--- config.mk ---
export PLATFORM = sky130hd
export DESIGN_NAME = channel_mux_top
export DESIGN_NICKNAME = d
export VERILOG_FILES = /design/src/hdl/mux_cfg_pkg.sv /design/src/hdl/sample_pkg.sv /design/src/hdl/channel_mux_top.sv /design/src/hdl/mux_cfg_regs.sv /design/src/hdl/output_sample_counters.sv /design/src/hdl/realtime_channel_mux.sv
export VERILOG_INCLUDE_DIRS = /design/src /design/src/include
export SDC_FILE = /design/constraint.sdc
export NUM_CORES = 1
export LEC_CHECK = 0
export CAP_MARGIN = 20
export CORE_ASPECT_RATIO = 0.9
export CORE_UTILIZATION = 40
export CTS_CLUSTER_SIZE = 16
export DETAILED_ROUTE_END_ITERATION = 10
export DONT_BUFFER_PORTS = 1
export GPL_TIMING_DRIVEN = 1
export PLACE_DENSITY = 0.5
export SLEW_MARGIN = 15
export SYNTH_ARGS = -nofsm -noshare
export SYNTH_HDL_FRONTEND = slang
export SYNTH_SLANG_ARGS = --single-unit
export TNS_END_PERCENT = 10
--- constraint.sdc ---
create_clock -name data_clk -period 6.8 [get_ports data_clk]
set_input_delay 0.34 -clock data_clk [delete_from_list [all_inputs] [get_ports data_clk]]
set_output_delay 0.34 -clock data_clk [all_outputs]
set_load 0.1 [all_outputs]
--- src/include/channel_mux_defines.svh ---
/* Sizes and register map of the channel mux. CM_SELECT_BITS must equal
   log2 of CM_IN_CHANNELS, and the count block must fit below 0x100 */
`ifndef CHANNEL_MUX_DEFINES_SVH
`define CHANNEL_MUX_DEFINES_SVH

// Sample path
`define CM_DATA_WIDTH        16
`define CM_IN_CHANNELS       8
`define CM_OUT_CHANNELS      4
`define CM_SELECT_BITS       3

// AXI4-Lite port and counters
`define CM_AXIL_ADDR_WIDTH   8
`define CM_AXIL_DATA_WIDTH   32
`define CM_COUNT_WIDTH       32

// Byte addresses, count n sits at CM_ADDR_COUNT_BASE + 4*n
`define CM_ADDR_SELECT       8'h00
`define CM_ADDR_ENABLE       8'h04
`define CM_ADDR_CLEAR        8'h08
`define CM_ADDR_COUNT_BASE   8'h10

`endif

--- src/hdl/mux_cfg_pkg.sv ---
/* Types of the configuration register bank and its AXI4-Lite port.
   Only OKAY and SLVERR responses are ever produced */
`default_nettype none
`include "channel_mux_defines.svh"

package mux_cfg_pkg;

  // AXI4-Lite response codes used by the slave
  typedef enum logic [1:0] {
    OKAY   = 2'b00,
    SLVERR = 2'b10
  } axil_resp_t;

  // Target of one decoded bus address
  typedef enum logic [2:0] {
    REG_SELECT,
    REG_ENABLE,
    REG_CLEAR,
    REG_COUNT,
    REG_NONE
  } reg_sel_t;

  // Delivered sample counts, element n belongs to output n
  typedef logic [`CM_COUNT_WIDTH-1:0] count_t;
  typedef count_t [`CM_OUT_CHANNELS-1:0] count_array_t;

endpackage

`default_nettype wire

--- src/hdl/sample_pkg.sv ---
/* Types of the sample streams and of the output select fields.
   Sizes come from the shared defines header */
`default_nettype none
`include "channel_mux_defines.svh"

package sample_pkg;

  // One sample word
  typedef logic [`CM_DATA_WIDTH-1:0] sample_t;

  // All channels of one cycle, element n is channel n
  typedef sample_t [`CM_IN_CHANNELS-1:0]  in_samples_t;
  typedef sample_t [`CM_OUT_CHANNELS-1:0] out_samples_t;

  // Index of an input channel
  typedef logic [`CM_SELECT_BITS-1:0] select_t;

  // Field n drives output n; field 0 sits in the low bits of the SELECT word
  typedef select_t [`CM_OUT_CHANNELS-1:0] select_map_t;

endpackage

`default_nettype wire

--- src/hdl/channel_mux_top.sv ---
/* Sample router top level with one clock and a synchronous active-high reset.
   Configuration and counter readback go through the AXI4-Lite port, see
   mux_cfg_regs for the response rules */
`timescale 1ns/1ps
`default_nettype none
`include "channel_mux_defines.svh"

module channel_mux_top
  import sample_pkg::*;
  import mux_cfg_pkg::*;
(
  input  wire                             data_clk,
  input  wire                             config_reset,

  // AXI4-Lite slave
  input  wire [`CM_AXIL_ADDR_WIDTH-1:0]   awaddr,
  input  wire                             awvalid,
  output wire                             awready,
  input  wire [`CM_AXIL_DATA_WIDTH-1:0]   wdata,
  input  wire [`CM_AXIL_DATA_WIDTH/8-1:0] wstrb,
  input  wire                             wvalid,
  output wire                             wready,
  output wire [1:0]                       bresp,
  output wire                             bvalid,
  input  wire                             bready,
  input  wire [`CM_AXIL_ADDR_WIDTH-1:0]   araddr,
  input  wire                             arvalid,
  output wire                             arready,
  output wire [`CM_AXIL_DATA_WIDTH-1:0]   rdata,
  output wire [1:0]                       rresp,
  output wire                             rvalid,
  input  wire                             rready,

  // Sample streams
  input  wire in_samples_t                data_in,
  input  wire [`CM_IN_CHANNELS-1:0]       data_in_valid,
  output wire out_samples_t               data_out,
  output wire [`CM_OUT_CHANNELS-1:0]      data_out_valid
);

  wire select_map_t                 select_map;
  wire [`CM_OUT_CHANNELS-1:0]       out_enable;
  wire                              count_clear;
  wire count_array_t                counts;

  //////////////////////////////////////////////////
  // Register bank
  //////////////////////////////////////////////////

  mux_cfg_regs i_mux_cfg_regs (
    .data_clk     (data_clk),
    .config_reset (config_reset),
    .awaddr       (awaddr),
    .awvalid      (awvalid),
    .awready      (awready),
    .wdata        (wdata),
    .wstrb        (wstrb),
    .wvalid       (wvalid),
    .wready       (wready),
    .bresp        (bresp),
    .bvalid       (bvalid),
    .bready       (bready),
    .araddr       (araddr),
    .arvalid      (arvalid),
    .arready      (arready),
    .rdata        (rdata),
    .rresp        (rresp),
    .rvalid       (rvalid),
    .rready       (rready),
    .counts       (counts),
    .select_map   (select_map),
    .out_enable   (out_enable),
    .count_clear  (count_clear)
  );

  //////////////////////////////////////////////////
  // Sample path
  //////////////////////////////////////////////////

  realtime_channel_mux i_realtime_channel_mux (
    .data_clk       (data_clk),
    .config_reset   (config_reset),
    .data_in        (data_in),
    .data_in_valid  (data_in_valid),
    .select_map     (select_map),
    .out_enable     (out_enable),
    .data_out       (data_out),
    .data_out_valid (data_out_valid)
  );

  // Counts what the mux delivers, read back through the register bank
  output_sample_counters i_output_sample_counters (
    .data_clk       (data_clk),
    .config_reset   (config_reset),
    .data_out_valid (data_out_valid),
    .count_clear    (count_clear),
    .counts         (counts)
  );

endmodule

`default_nettype wire

--- src/hdl/mux_cfg_regs.sv ---
/* AXI4-Lite slave, single beat only and one transaction of each kind in flight.
   Writes with all wstrb bits low are answered but change nothing; any other
   strobe writes the whole word. COUNT is read only, writes to it are ignored.
   Unmapped or unaligned addresses give SLVERR and read as zero */
`timescale 1ns/1ps
`default_nettype none
`include "channel_mux_defines.svh"

module mux_cfg_regs
  import sample_pkg::*;
  import mux_cfg_pkg::*;
(
  input  wire                            data_clk,
  input  wire                            config_reset,

  // AXI4-Lite slave
  input  wire [`CM_AXIL_ADDR_WIDTH-1:0]  awaddr,
  input  wire                            awvalid,
  output logic                           awready,
  input  wire [`CM_AXIL_DATA_WIDTH-1:0]  wdata,
  input  wire [`CM_AXIL_DATA_WIDTH/8-1:0] wstrb,
  input  wire                            wvalid,
  output logic                           wready,
  output axil_resp_t                     bresp,
  output logic                           bvalid,
  input  wire                            bready,
  input  wire [`CM_AXIL_ADDR_WIDTH-1:0]  araddr,
  input  wire                            arvalid,
  output logic                           arready,
  output logic [`CM_AXIL_DATA_WIDTH-1:0] rdata,
  output axil_resp_t                     rresp,
  output logic                           rvalid,
  input  wire                            rready,

  // Register bank side
  input  wire count_array_t              counts,
  output select_map_t                    select_map,
  output logic [`CM_OUT_CHANNELS-1:0]    out_enable,
  output logic                           count_clear
);

  localparam int IDX_BITS = $clog2(`CM_OUT_CHANNELS);
  localparam int COUNT_SPAN = 4 * `CM_OUT_CHANNELS;

  reg_sel_t                       wr_sel;
  reg_sel_t                       rd_sel;
  logic                           wr_accept;
  logic                           wr_load;
  logic                           rd_accept;
  logic [`CM_AXIL_ADDR_WIDTH-1:0] rd_offset;
  logic [IDX_BITS-1:0]            rd_cnt_idx;
  logic [`CM_AXIL_DATA_WIDTH-1:0] rd_value;

  // Maps a byte address to the register it hits
  function automatic reg_sel_t decode_addr(input logic [`CM_AXIL_ADDR_WIDTH-1:0] addr);
    reg_sel_t sel;
    sel = REG_NONE;
    if (addr == `CM_ADDR_SELECT) begin
      sel = REG_SELECT;
    end else if (addr == `CM_ADDR_ENABLE) begin
      sel = REG_ENABLE;
    end else if (addr == `CM_ADDR_CLEAR) begin
      sel = REG_CLEAR;
    end else if ((addr >= `CM_ADDR_COUNT_BASE) &&
                 (addr < `CM_ADDR_COUNT_BASE + COUNT_SPAN) &&
                 (addr[1:0] == 2'b00)) begin
      sel = REG_COUNT;
    end
    return sel;
  endfunction

  //////////////////////////////////////////////////
  // Write channel
  //////////////////////////////////////////////////

  // Address and data are taken together, and only once the last response is gone
  assign wr_accept = awvalid && wvalid && !bvalid;
  assign awready   = wr_accept;
  assign wready    = wr_accept;
  assign wr_sel    = decode_addr(awaddr);
  assign wr_load   = wr_accept && (wstrb != '0);

  always_ff @(posedge data_clk) begin
    if (config_reset) begin
      select_map  <= '0;
      out_enable  <= '0;
      count_clear <= 1'b0;
      bvalid      <= 1'b0;
    end else begin
      count_clear <= wr_load && (wr_sel == REG_CLEAR);  // Single-cycle pulse
      if (wr_load && (wr_sel == REG_SELECT)) begin
        select_map <= select_map_t'(wdata[$bits(select_map_t)-1:0]);
      end
      if (wr_load && (wr_sel == REG_ENABLE)) begin
        out_enable <= wdata[`CM_OUT_CHANNELS-1:0];
      end
      if (wr_accept) begin
        bvalid <= 1'b1;
      end else if (bready) begin
        bvalid <= 1'b0;
      end
    end
  end

  always_ff @(posedge data_clk) begin
    if (wr_accept) begin
      bresp <= (wr_sel == REG_NONE) ? SLVERR : OKAY;
    end
  end

  //////////////////////////////////////////////////
  // Read channel
  //////////////////////////////////////////////////

  assign rd_accept  = arvalid && !rvalid;
  assign arready    = rd_accept;
  assign rd_sel     = decode_addr(araddr);
  assign rd_offset  = araddr - `CM_ADDR_COUNT_BASE;
  assign rd_cnt_idx = rd_offset[2 +: IDX_BITS];  // Word index inside the count block

  always_comb begin
    rd_value = '0;
    case (rd_sel)
      REG_SELECT: rd_value[$bits(select_map_t)-1:0] = select_map;
      REG_ENABLE: rd_value[`CM_OUT_CHANNELS-1:0]   = out_enable;
      REG_COUNT:  rd_value = counts[rd_cnt_idx];
      default:    rd_value = '0;  // CLEAR and unmapped read as zero
    endcase
  end

  always_ff @(posedge data_clk) begin
    if (config_reset) begin
      rvalid <= 1'b0;
    end else if (rd_accept) begin
      rvalid <= 1'b1;
    end else if (rready) begin
      rvalid <= 1'b0;
    end
  end

  // Counts are sampled on the accept edge
  always_ff @(posedge data_clk) begin
    if (rd_accept) begin
      rdata <= rd_value;
      rresp <= (rd_sel == REG_NONE) ? SLVERR : OKAY;
    end
  end

endmodule

`default_nettype wire

--- src/hdl/output_sample_counters.sv ---
/* One wrapping counter per output, counting cycles with data_out_valid high.
   Clear wins over increment, so a sample in the clear cycle is not counted */
`timescale 1ns/1ps
`default_nettype none
`include "channel_mux_defines.svh"

module output_sample_counters
  import mux_cfg_pkg::*;
(
  input  wire                         data_clk,
  input  wire                         config_reset,
  input  wire [`CM_OUT_CHANNELS-1:0]  data_out_valid,
  input  wire                         count_clear,
  output count_array_t                counts
);

  //////////////////////////////////////////////////
  // Counters
  //////////////////////////////////////////////////

  always_ff @(posedge data_clk) begin
    if (config_reset) begin
      counts <= '0;
    end else if (count_clear) begin
      counts <= '0;
    end else begin
      for (int n = 0; n < `CM_OUT_CHANNELS; n++) begin
        if (data_out_valid[n]) begin
          counts[n] <= counts[n] + 1'b1;  // Rolls over to zero at the top
        end
      end
    end
  end

endmodule

`default_nettype wire

--- src/hdl/realtime_channel_mux.sv ---
/* Registered crossbar with one cycle of latency and no back-pressure.
   Any input may feed any number of outputs. A select change takes effect
   on the first edge after the register write */
`timescale 1ns/1ps
`default_nettype none
`include "channel_mux_defines.svh"

module realtime_channel_mux
  import sample_pkg::*;
(
  input  wire                         data_clk,
  input  wire                         config_reset,
  input  wire in_samples_t            data_in,
  input  wire [`CM_IN_CHANNELS-1:0]   data_in_valid,
  input  wire select_map_t            select_map,
  input  wire [`CM_OUT_CHANNELS-1:0]  out_enable,
  output out_samples_t                data_out,
  output logic [`CM_OUT_CHANNELS-1:0] data_out_valid
);

  //////////////////////////////////////////////////
  // Valid path
  //////////////////////////////////////////////////

  // A disabled output stays silent whatever its source does
  always_ff @(posedge data_clk) begin
    if (config_reset) begin
      data_out_valid <= '0;
    end else begin
      for (int n = 0; n < `CM_OUT_CHANNELS; n++) begin
        data_out_valid[n] <= data_in_valid[select_map[n]] && out_enable[n];
      end
    end
  end

  //////////////////////////////////////////////////
  // Data path
  //////////////////////////////////////////////////

  // Loads every cycle; consumers only look at it while valid is high
  always_ff @(posedge data_clk) begin
    for (int n = 0; n < `CM_OUT_CHANNELS; n++) begin
      data_out[n] <= data_in[select_map[n]];
    end
  end

endmodule

`default_nettype wire

Word level (Yosys, flattened, before mapping)
Cells that the tools add are included.
{"block": "totals", "regBits": 251, "in_bits": 195, "output_inout_bits": 109, "wordCells": 106}
{"block": "op_classes", "eq_ne": 10, "n_mux": 34, "n_reduce_logical": 27, "order_cmp": 9, "add_sub_neg": 5}
{"operator": "binary-select mux 16 bit (select 3 bit)", "count": 4}
{"operator": "adder 32 x 1 -> 32 bit, second input constant", "count": 4}
{"operator": "binary-select mux 32 bit (select 2 bit)", "count": 1}
{"operator": "two-way mux 16 bit", "count": 4}
{"operator": "two-way mux 32 bit", "count": 1}
{"operator": "two-way mux 3 bit", "count": 8}
{"operator": "equality test 8 x 3 -> 1 bit, second input constant", "count": 2}
{"operator": "equality test 8 x 4 -> 1 bit, second input constant", "count": 2}
{"operator": "greater-or-equal comparator 8 x 5 -> 1 bit, second input constant", "count": 2}
{"operator": "logical NOT 8 bit", "count": 2}
{"operator": "less-than comparator 3 x 4 -> 1 bit, second input constant", "count": 4}
{"operator": "less-than comparator 8 x 6 -> 1 bit, second input constant", "count": 2}
{"operator": "case mux 8 bit (2 select lines)", "count": 1}
{"operator": "logical AND 1 bit", "count": 15}
{"operator": "binary-select mux 1 bit (select 3 bit)", "count": 4}
{"operator": "case mux 4 bit (3 select lines)", "count": 1}
{"operator": "two-way mux 1 bit", "count": 8}
{"operator": "equality test 3 x 1 -> 1 bit, second input constant", "count": 2}
{"operator": "equality test 3 x 2 -> 1 bit, second input constant", "count": 2}
{"operator": "equality test 3 bit, second input constant", "count": 2}
{"operator": "logical NOT 3 bit", "count": 2}
{"operator": "logical NOT 2 bit", "count": 2}
{"operator": "two-way mux 2 bit", "count": 2}
{"operator": "nonzero test 2 bit", "count": 2}
{"operator": "other kinds (5)", "count": 6}

Longest topological paths before layout
{"block": "logic_depth", "ltp_word": 9, "ltp_mapped": 7}

Hierarchy
A second synthesis with hierarchy kept.
{"block": "hier_totals", "hier_cells": 1251, "area_unflattened_um2": 15087.0}
{"module": "realtime_channel_mux", "n_inst": 1, "cells_per_inst": 332, "area_each_um2": 6034.5, "seq_area_each_um2": 1361.3}
{"module": "output_sample_counters", "n_inst": 1, "cells_per_inst": 705, "area_each_um2": 5997.0, "seq_area_each_um2": 2562.5}
{"module": "mux_cfg_regs", "n_inst": 1, "cells_per_inst": 214, "area_each_um2": 3055.4, "seq_area_each_um2": 1401.3}

Worst setup path after synthesis
OpenSTA, ideal clock, no wires.
{"block": "synth_timing", "path_kind": "register -> register", "startpoint": "register i_mux_cfg_regs.rvalid", "endpoint": "register i_mux_cfg_regs.rdata[0] (enable)", "required_ps": 6311, "path_stages_with_launch": 2, "period_less_slack_ps": 4057, "setup_slack_ps": 2743, "n_path_buf": 0, "setup_time_ps": 489, "arrival_ps": 3568, "path_cell_list": "dfxtp_1 > nor2b_1"}
{"block": "synth_between", "elab_chain_len": 2}
{"element": "start, declared", "line_no": "mux_cfg_regs.sv:32", "source": "output logic rvalid,"}
{"element": "start signal, assigned", "line_no": "mux_cfg_regs.sv:133", "source": "rvalid <= 1'b0;"}
{"element": "start signal, assigned", "line_no": "mux_cfg_regs.sv:135", "source": "rvalid <= 1'b1;"}
{"element": "start signal, assigned", "line_no": "mux_cfg_regs.sv:137", "source": "rvalid <= 1'b0;"}
{"element": "logical NOT 1 bit", "line_no": "mux_cfg_regs.sv:115", "source": "assign rd_accept = arvalid && !rvalid;"}
{"element": "logical AND 1 bit", "line_no": "mux_cfg_regs.sv:115"}
{"element": "named net arready", "line_no": "channel_mux_top.sv:28", "source": "output wire arready,"}
{"element": "end signal, assigned", "line_no": "mux_cfg_regs.sv:144", "source": "rdata <= rd_value;"}
{"element": "end, declared", "line_no": "mux_cfg_regs.sv:30", "source": "output logic [`CM_AXIL_DATA_WIDTH-1:0] rdata,"}
The timed path passes the listed nets, and every way through them passes these cells.
A chain may end at the register's enable or synchronous reset.

Worst setup path after layout
{"block": "layout_timing", "startpoint": "register i_mux_cfg_regs.bvalid", "endpoint": "output port wready"}
{"block": "layout_between", "elab_chain_len": 2}
{"element": "start, declared", "line_no": "mux_cfg_regs.sv:25", "source": "output logic bvalid,"}
{"element": "start signal, assigned", "line_no": "mux_cfg_regs.sv:88", "source": "bvalid <= 1'b0;"}
{"element": "start signal, assigned", "line_no": "mux_cfg_regs.sv:98", "source": "bvalid <= 1'b1;"}
{"element": "start signal, assigned", "line_no": "mux_cfg_regs.sv:100", "source": "bvalid <= 1'b0;"}
{"element": "logical NOT 1 bit", "line_no": "mux_cfg_regs.sv:77", "source": "assign wr_accept = awvalid && wvalid && !bvalid;"}
{"element": "logical AND 1 bit", "line_no": "mux_cfg_regs.sv:77"}
{"element": "end, declared", "line_no": "channel_mux_top.sv:22", "source": "output wire wready,"}
No other way between the ends.

==> summary.txt <==
Status: completed
Proportion of layout cells with a drive suffix above 1: 26.02%
Post-Layout Cell Count: 1719
Total negative slack: 0 ns
Post-Synthesis Cells: 1248
Num CTS Buffers: 31
Worst vdd ir: 0.0001697 V
Avg Synthesized Cell Area: 11.42 um2
Leak pwr: 4.867 nW
Largest net degree at the start of global routing: 79
WHS Endpoint: i_mux_cfg_regs.out_enable[3]
Final Critical Period: 2.693 ns
FF-to-FF setup slack: 4.14 ns
Io pins: 304
Die Ht: 181.1 um
CTS H-Tree Depth: 1
Max Fanout on Critical Path: 4
Row count: 65
Pwr Total: 3.537 mW
Starting Density: 40.65%
Gp weighted congestion: 0.8844
Antenna viol nets, final: 0
Via count: 10790
Pre-antenna DRT Iters: 7
Crit Path Class: reg -> out
Finished Cell Area: 15850 um2
DRT iter0 DRCs: 1035
DRC Markers: 0
Layout Nets: 1425
TritonCTS clock tree: built
Die X: 201.0 um
Yosys warnings: 0
Area growth syn-to-layout: 11.23%
Total grt overflow: 0
First-pass GRT wire length: 65690 um
Max-cap violations: 0
Reg-to-reg endpoint: i_mux_cfg_regs.select_map[6]
Routed wire length: 43170 um
Critical Path RT: 6.46 ns
Crit. Startpoint: i_mux_cfg_regs.bvalid
Met3 wire len: 3362 um
Hold path startpoint: awaddr[3]
Relative slew slack: 24.04%
CTS sink count: 249
Synth cell types: 49
Most frequent cells in the layout: dfxtp_1, mux4_2, a21oi_1, mux2_2, nor2_1
Fmax: 0.3713 GHz
Startpoint Class: register
Max stage delay on crit path: 0.72 ns
Root buffer cell: clkbuf_16
Via/cell ratio: 6.277
Buf/Inv on CP: 1
Max-slew violations: 0
Tightest Pin Transition: 1.130 ns
WP depth: 2
Synthesized area: 14250 um2
Clk buf depth: 3
Sequential share of the synthesized area: 37.37%
Post-CTS setup buffers: 0
Worst-Skew Late Latency: 0.57 ns
Met1 Wirelength: 18320 um
Highest metal used: met4
# setup viols final: 0
Post-synth EDFFs: 34
Final Hold Viols: 0
Dpl cells: 1641
RSZ-0062 raised after global routing: no
DP HPWL: 30390 um
Floorplan Core Area: 35050 um2
Hold Crit Class: in -> reg
Worst setup EP type: output pin
Worst-path cell chain: nand3b_1 -> inv_2
Worst-path clk slew: 0.06 ns
R2R cell count: 5
Synth Flop Type: dfxtp_1
CP delay by family, top: buffers and inverters
R2r startpoint: i_mux_cfg_regs.bvalid
WL per Instance: 25.11 um
Vias in the first global route: 10200
Tot GR Track Use: 23.30%
Hold-critical path depth: 3
Die area: 36380 um2
Critical path's slowest cell: inv_2
Initial antenna violation count: 1
Area post-placement: 14640 um2
Final Cycle Share: 39.60%
FF+latch count, synth: 249
CP arrival: 2.35 ns
Final Skew: 0.01306 ns
Fin Hold WS: 0.03669 ns
Met2 WL: 20380 um
Commonest non-fill, non-tap cell in the layout: dfxtp_1
PwrDens: 223.1 nW/um2
Async SR Flop Fraction: 0%
Port Buf Inserts: 0
-- worst reg2reg max path, delay by kind of cell, from the launching register on --
kind            cells  cell delay (ns)
compound gates      2             0.32
flops               1             0.65
buf+inv             1             0.55
simple gates        2             1.03
-- per-layer routing --
layer	up-vias	track usage, %
li1	4923	-
met1	5445	31.15
met2	357	36.87
met3	65	6.620
met4	0	6.351
met5	-	0
-- through the flow --
step | setup WS [ns] | util, %
2_1_floorplan | 2.743 | -
3_3_place_gp | 4.110 | 41.70
3_5_place_dp | 4.157 | 41.75
4_1_cts | 4.088 | 45.21
5_1_grt | 3.988 | 45.21
6_report | 4.107 | 45.22
-- cells in the mapped netlist, types with 2 or more instances --
cell      count  area (um2)
mux2_2       64       720.7
nor3_1        9       45.04
nor2_1       63       236.5
a22o_1        8       70.07
a22oi_1       3       22.52
buf_4         3       22.52
and4_1       15       131.4
a31oi_1       6       37.54
nand2b_1      2       12.51
nor2b_1       2       12.51
dfxtp_1     215        4304
mux4_2      168        3784
buf_2        14       70.07
xnor2_1      24       210.2
o311ai_0      6       52.55
edfxtp_1     34        1021
or3_1        41       256.5
clkbuf_1     64       240.2
or4_1        43       322.8
a41o_1        6       60.06
nand2_1      62       232.7
and3_1       13       81.33
and2_1       23       143.9
buf_1        14       52.55
or4b_2        2       20.02
nand4_1      41       256.5
a21oi_1      83       415.4
xor2_1       18       157.7
o31ai_1      34       255.2
nand3_1      46       230.2
mux2i_1      12       120.1
nor4_1       15       93.84
nand4_2       2       25.02
o21ai_0      49       245.2
inv_1        21       78.83
o41ai_1       3       26.28
nor3b_1       5       37.54
ha_1          4       50.05
-- state kept, by name, summed over array words and instances (netlist names) --
name,flops
i_mux_cfg_regs.select_map,12
i_realtime_channel_mux.data_out_valid,4
i_realtime_channel_mux.data_out,64
i_output_sample_counters.counts,128
i_mux_cfg_regs.count_clear,1
i_mux_cfg_regs.rvalid,1
i_mux_cfg_regs.rdata,32
i_mux_cfg_regs.out_enable,4
i_mux_cfg_regs.bresp,1
i_mux_cfg_regs.rresp,1
i_mux_cfg_regs.bvalid,1
-- worst max-delay path by stage --
stage | end | slack [ns]
after global routing | i_output_sample_counters.counts[95] | 3.99
final | wready | 4.11
after global placement | i_mux_cfg_regs.rdata[1] | 4.11
after CTS | wready | 4.09
after floorplan | i_mux_cfg_regs.rdata[0] | 2.74
after detailed placement | i_output_sample_counters.counts[95] | 4.16
-- final cells by class --
type	instances	area, um2
Fill cell	3246	19200
Timing Repair Buffer	40	365.4
Antenna cell	1	2.502
Inverter	21	78.83
Tap cell	469	586.8
Clock buffer	44	904.6
Sequential cell	249	5335
Clock inverter	12	87.58
Multi-Input combinational cell	883	8489
-- cells by family (layout without fill, tap and decap cells) --
kind of cell / count (synthesis) / count (layout) / share of synthesized area [%]
flip-flops: 249 / 249 / 37.37
XOR/XNOR: 42 / 42 / 2.581
AND/OR/NAND/NOR: 391 / 391 / 15.44
adder cells (fa/ha/maj): 4 / 4 / 0.3512
multiplexers: 244 / 244 / 32.45
buffers and inverters: 117 / 117 / 3.337
AO/OA/AOI/OAI: 200 / 200 / 8.438
other: 1 / 3 / 0.02632
-- report_power, final --
| part | internal, mW | switching (mW) | total, mW |
|---|---|---|---|
| registers | 1.52 | 0.240 | 1.76 |
| logic | 0.0914 | 0.0674 | 0.159 |
| clock network | 0.954 | 0.662 | 1.62 |
| total | 2.57 | 0.969 | 3.54 |
-- timing repair --
action | CTS | global route
hold buffers | 21 | 0
resized for setup | 0 | 0
endpoints found under the hold margin | 32 | 0
No activity file was read; power rests on OpenSTA's default activity.
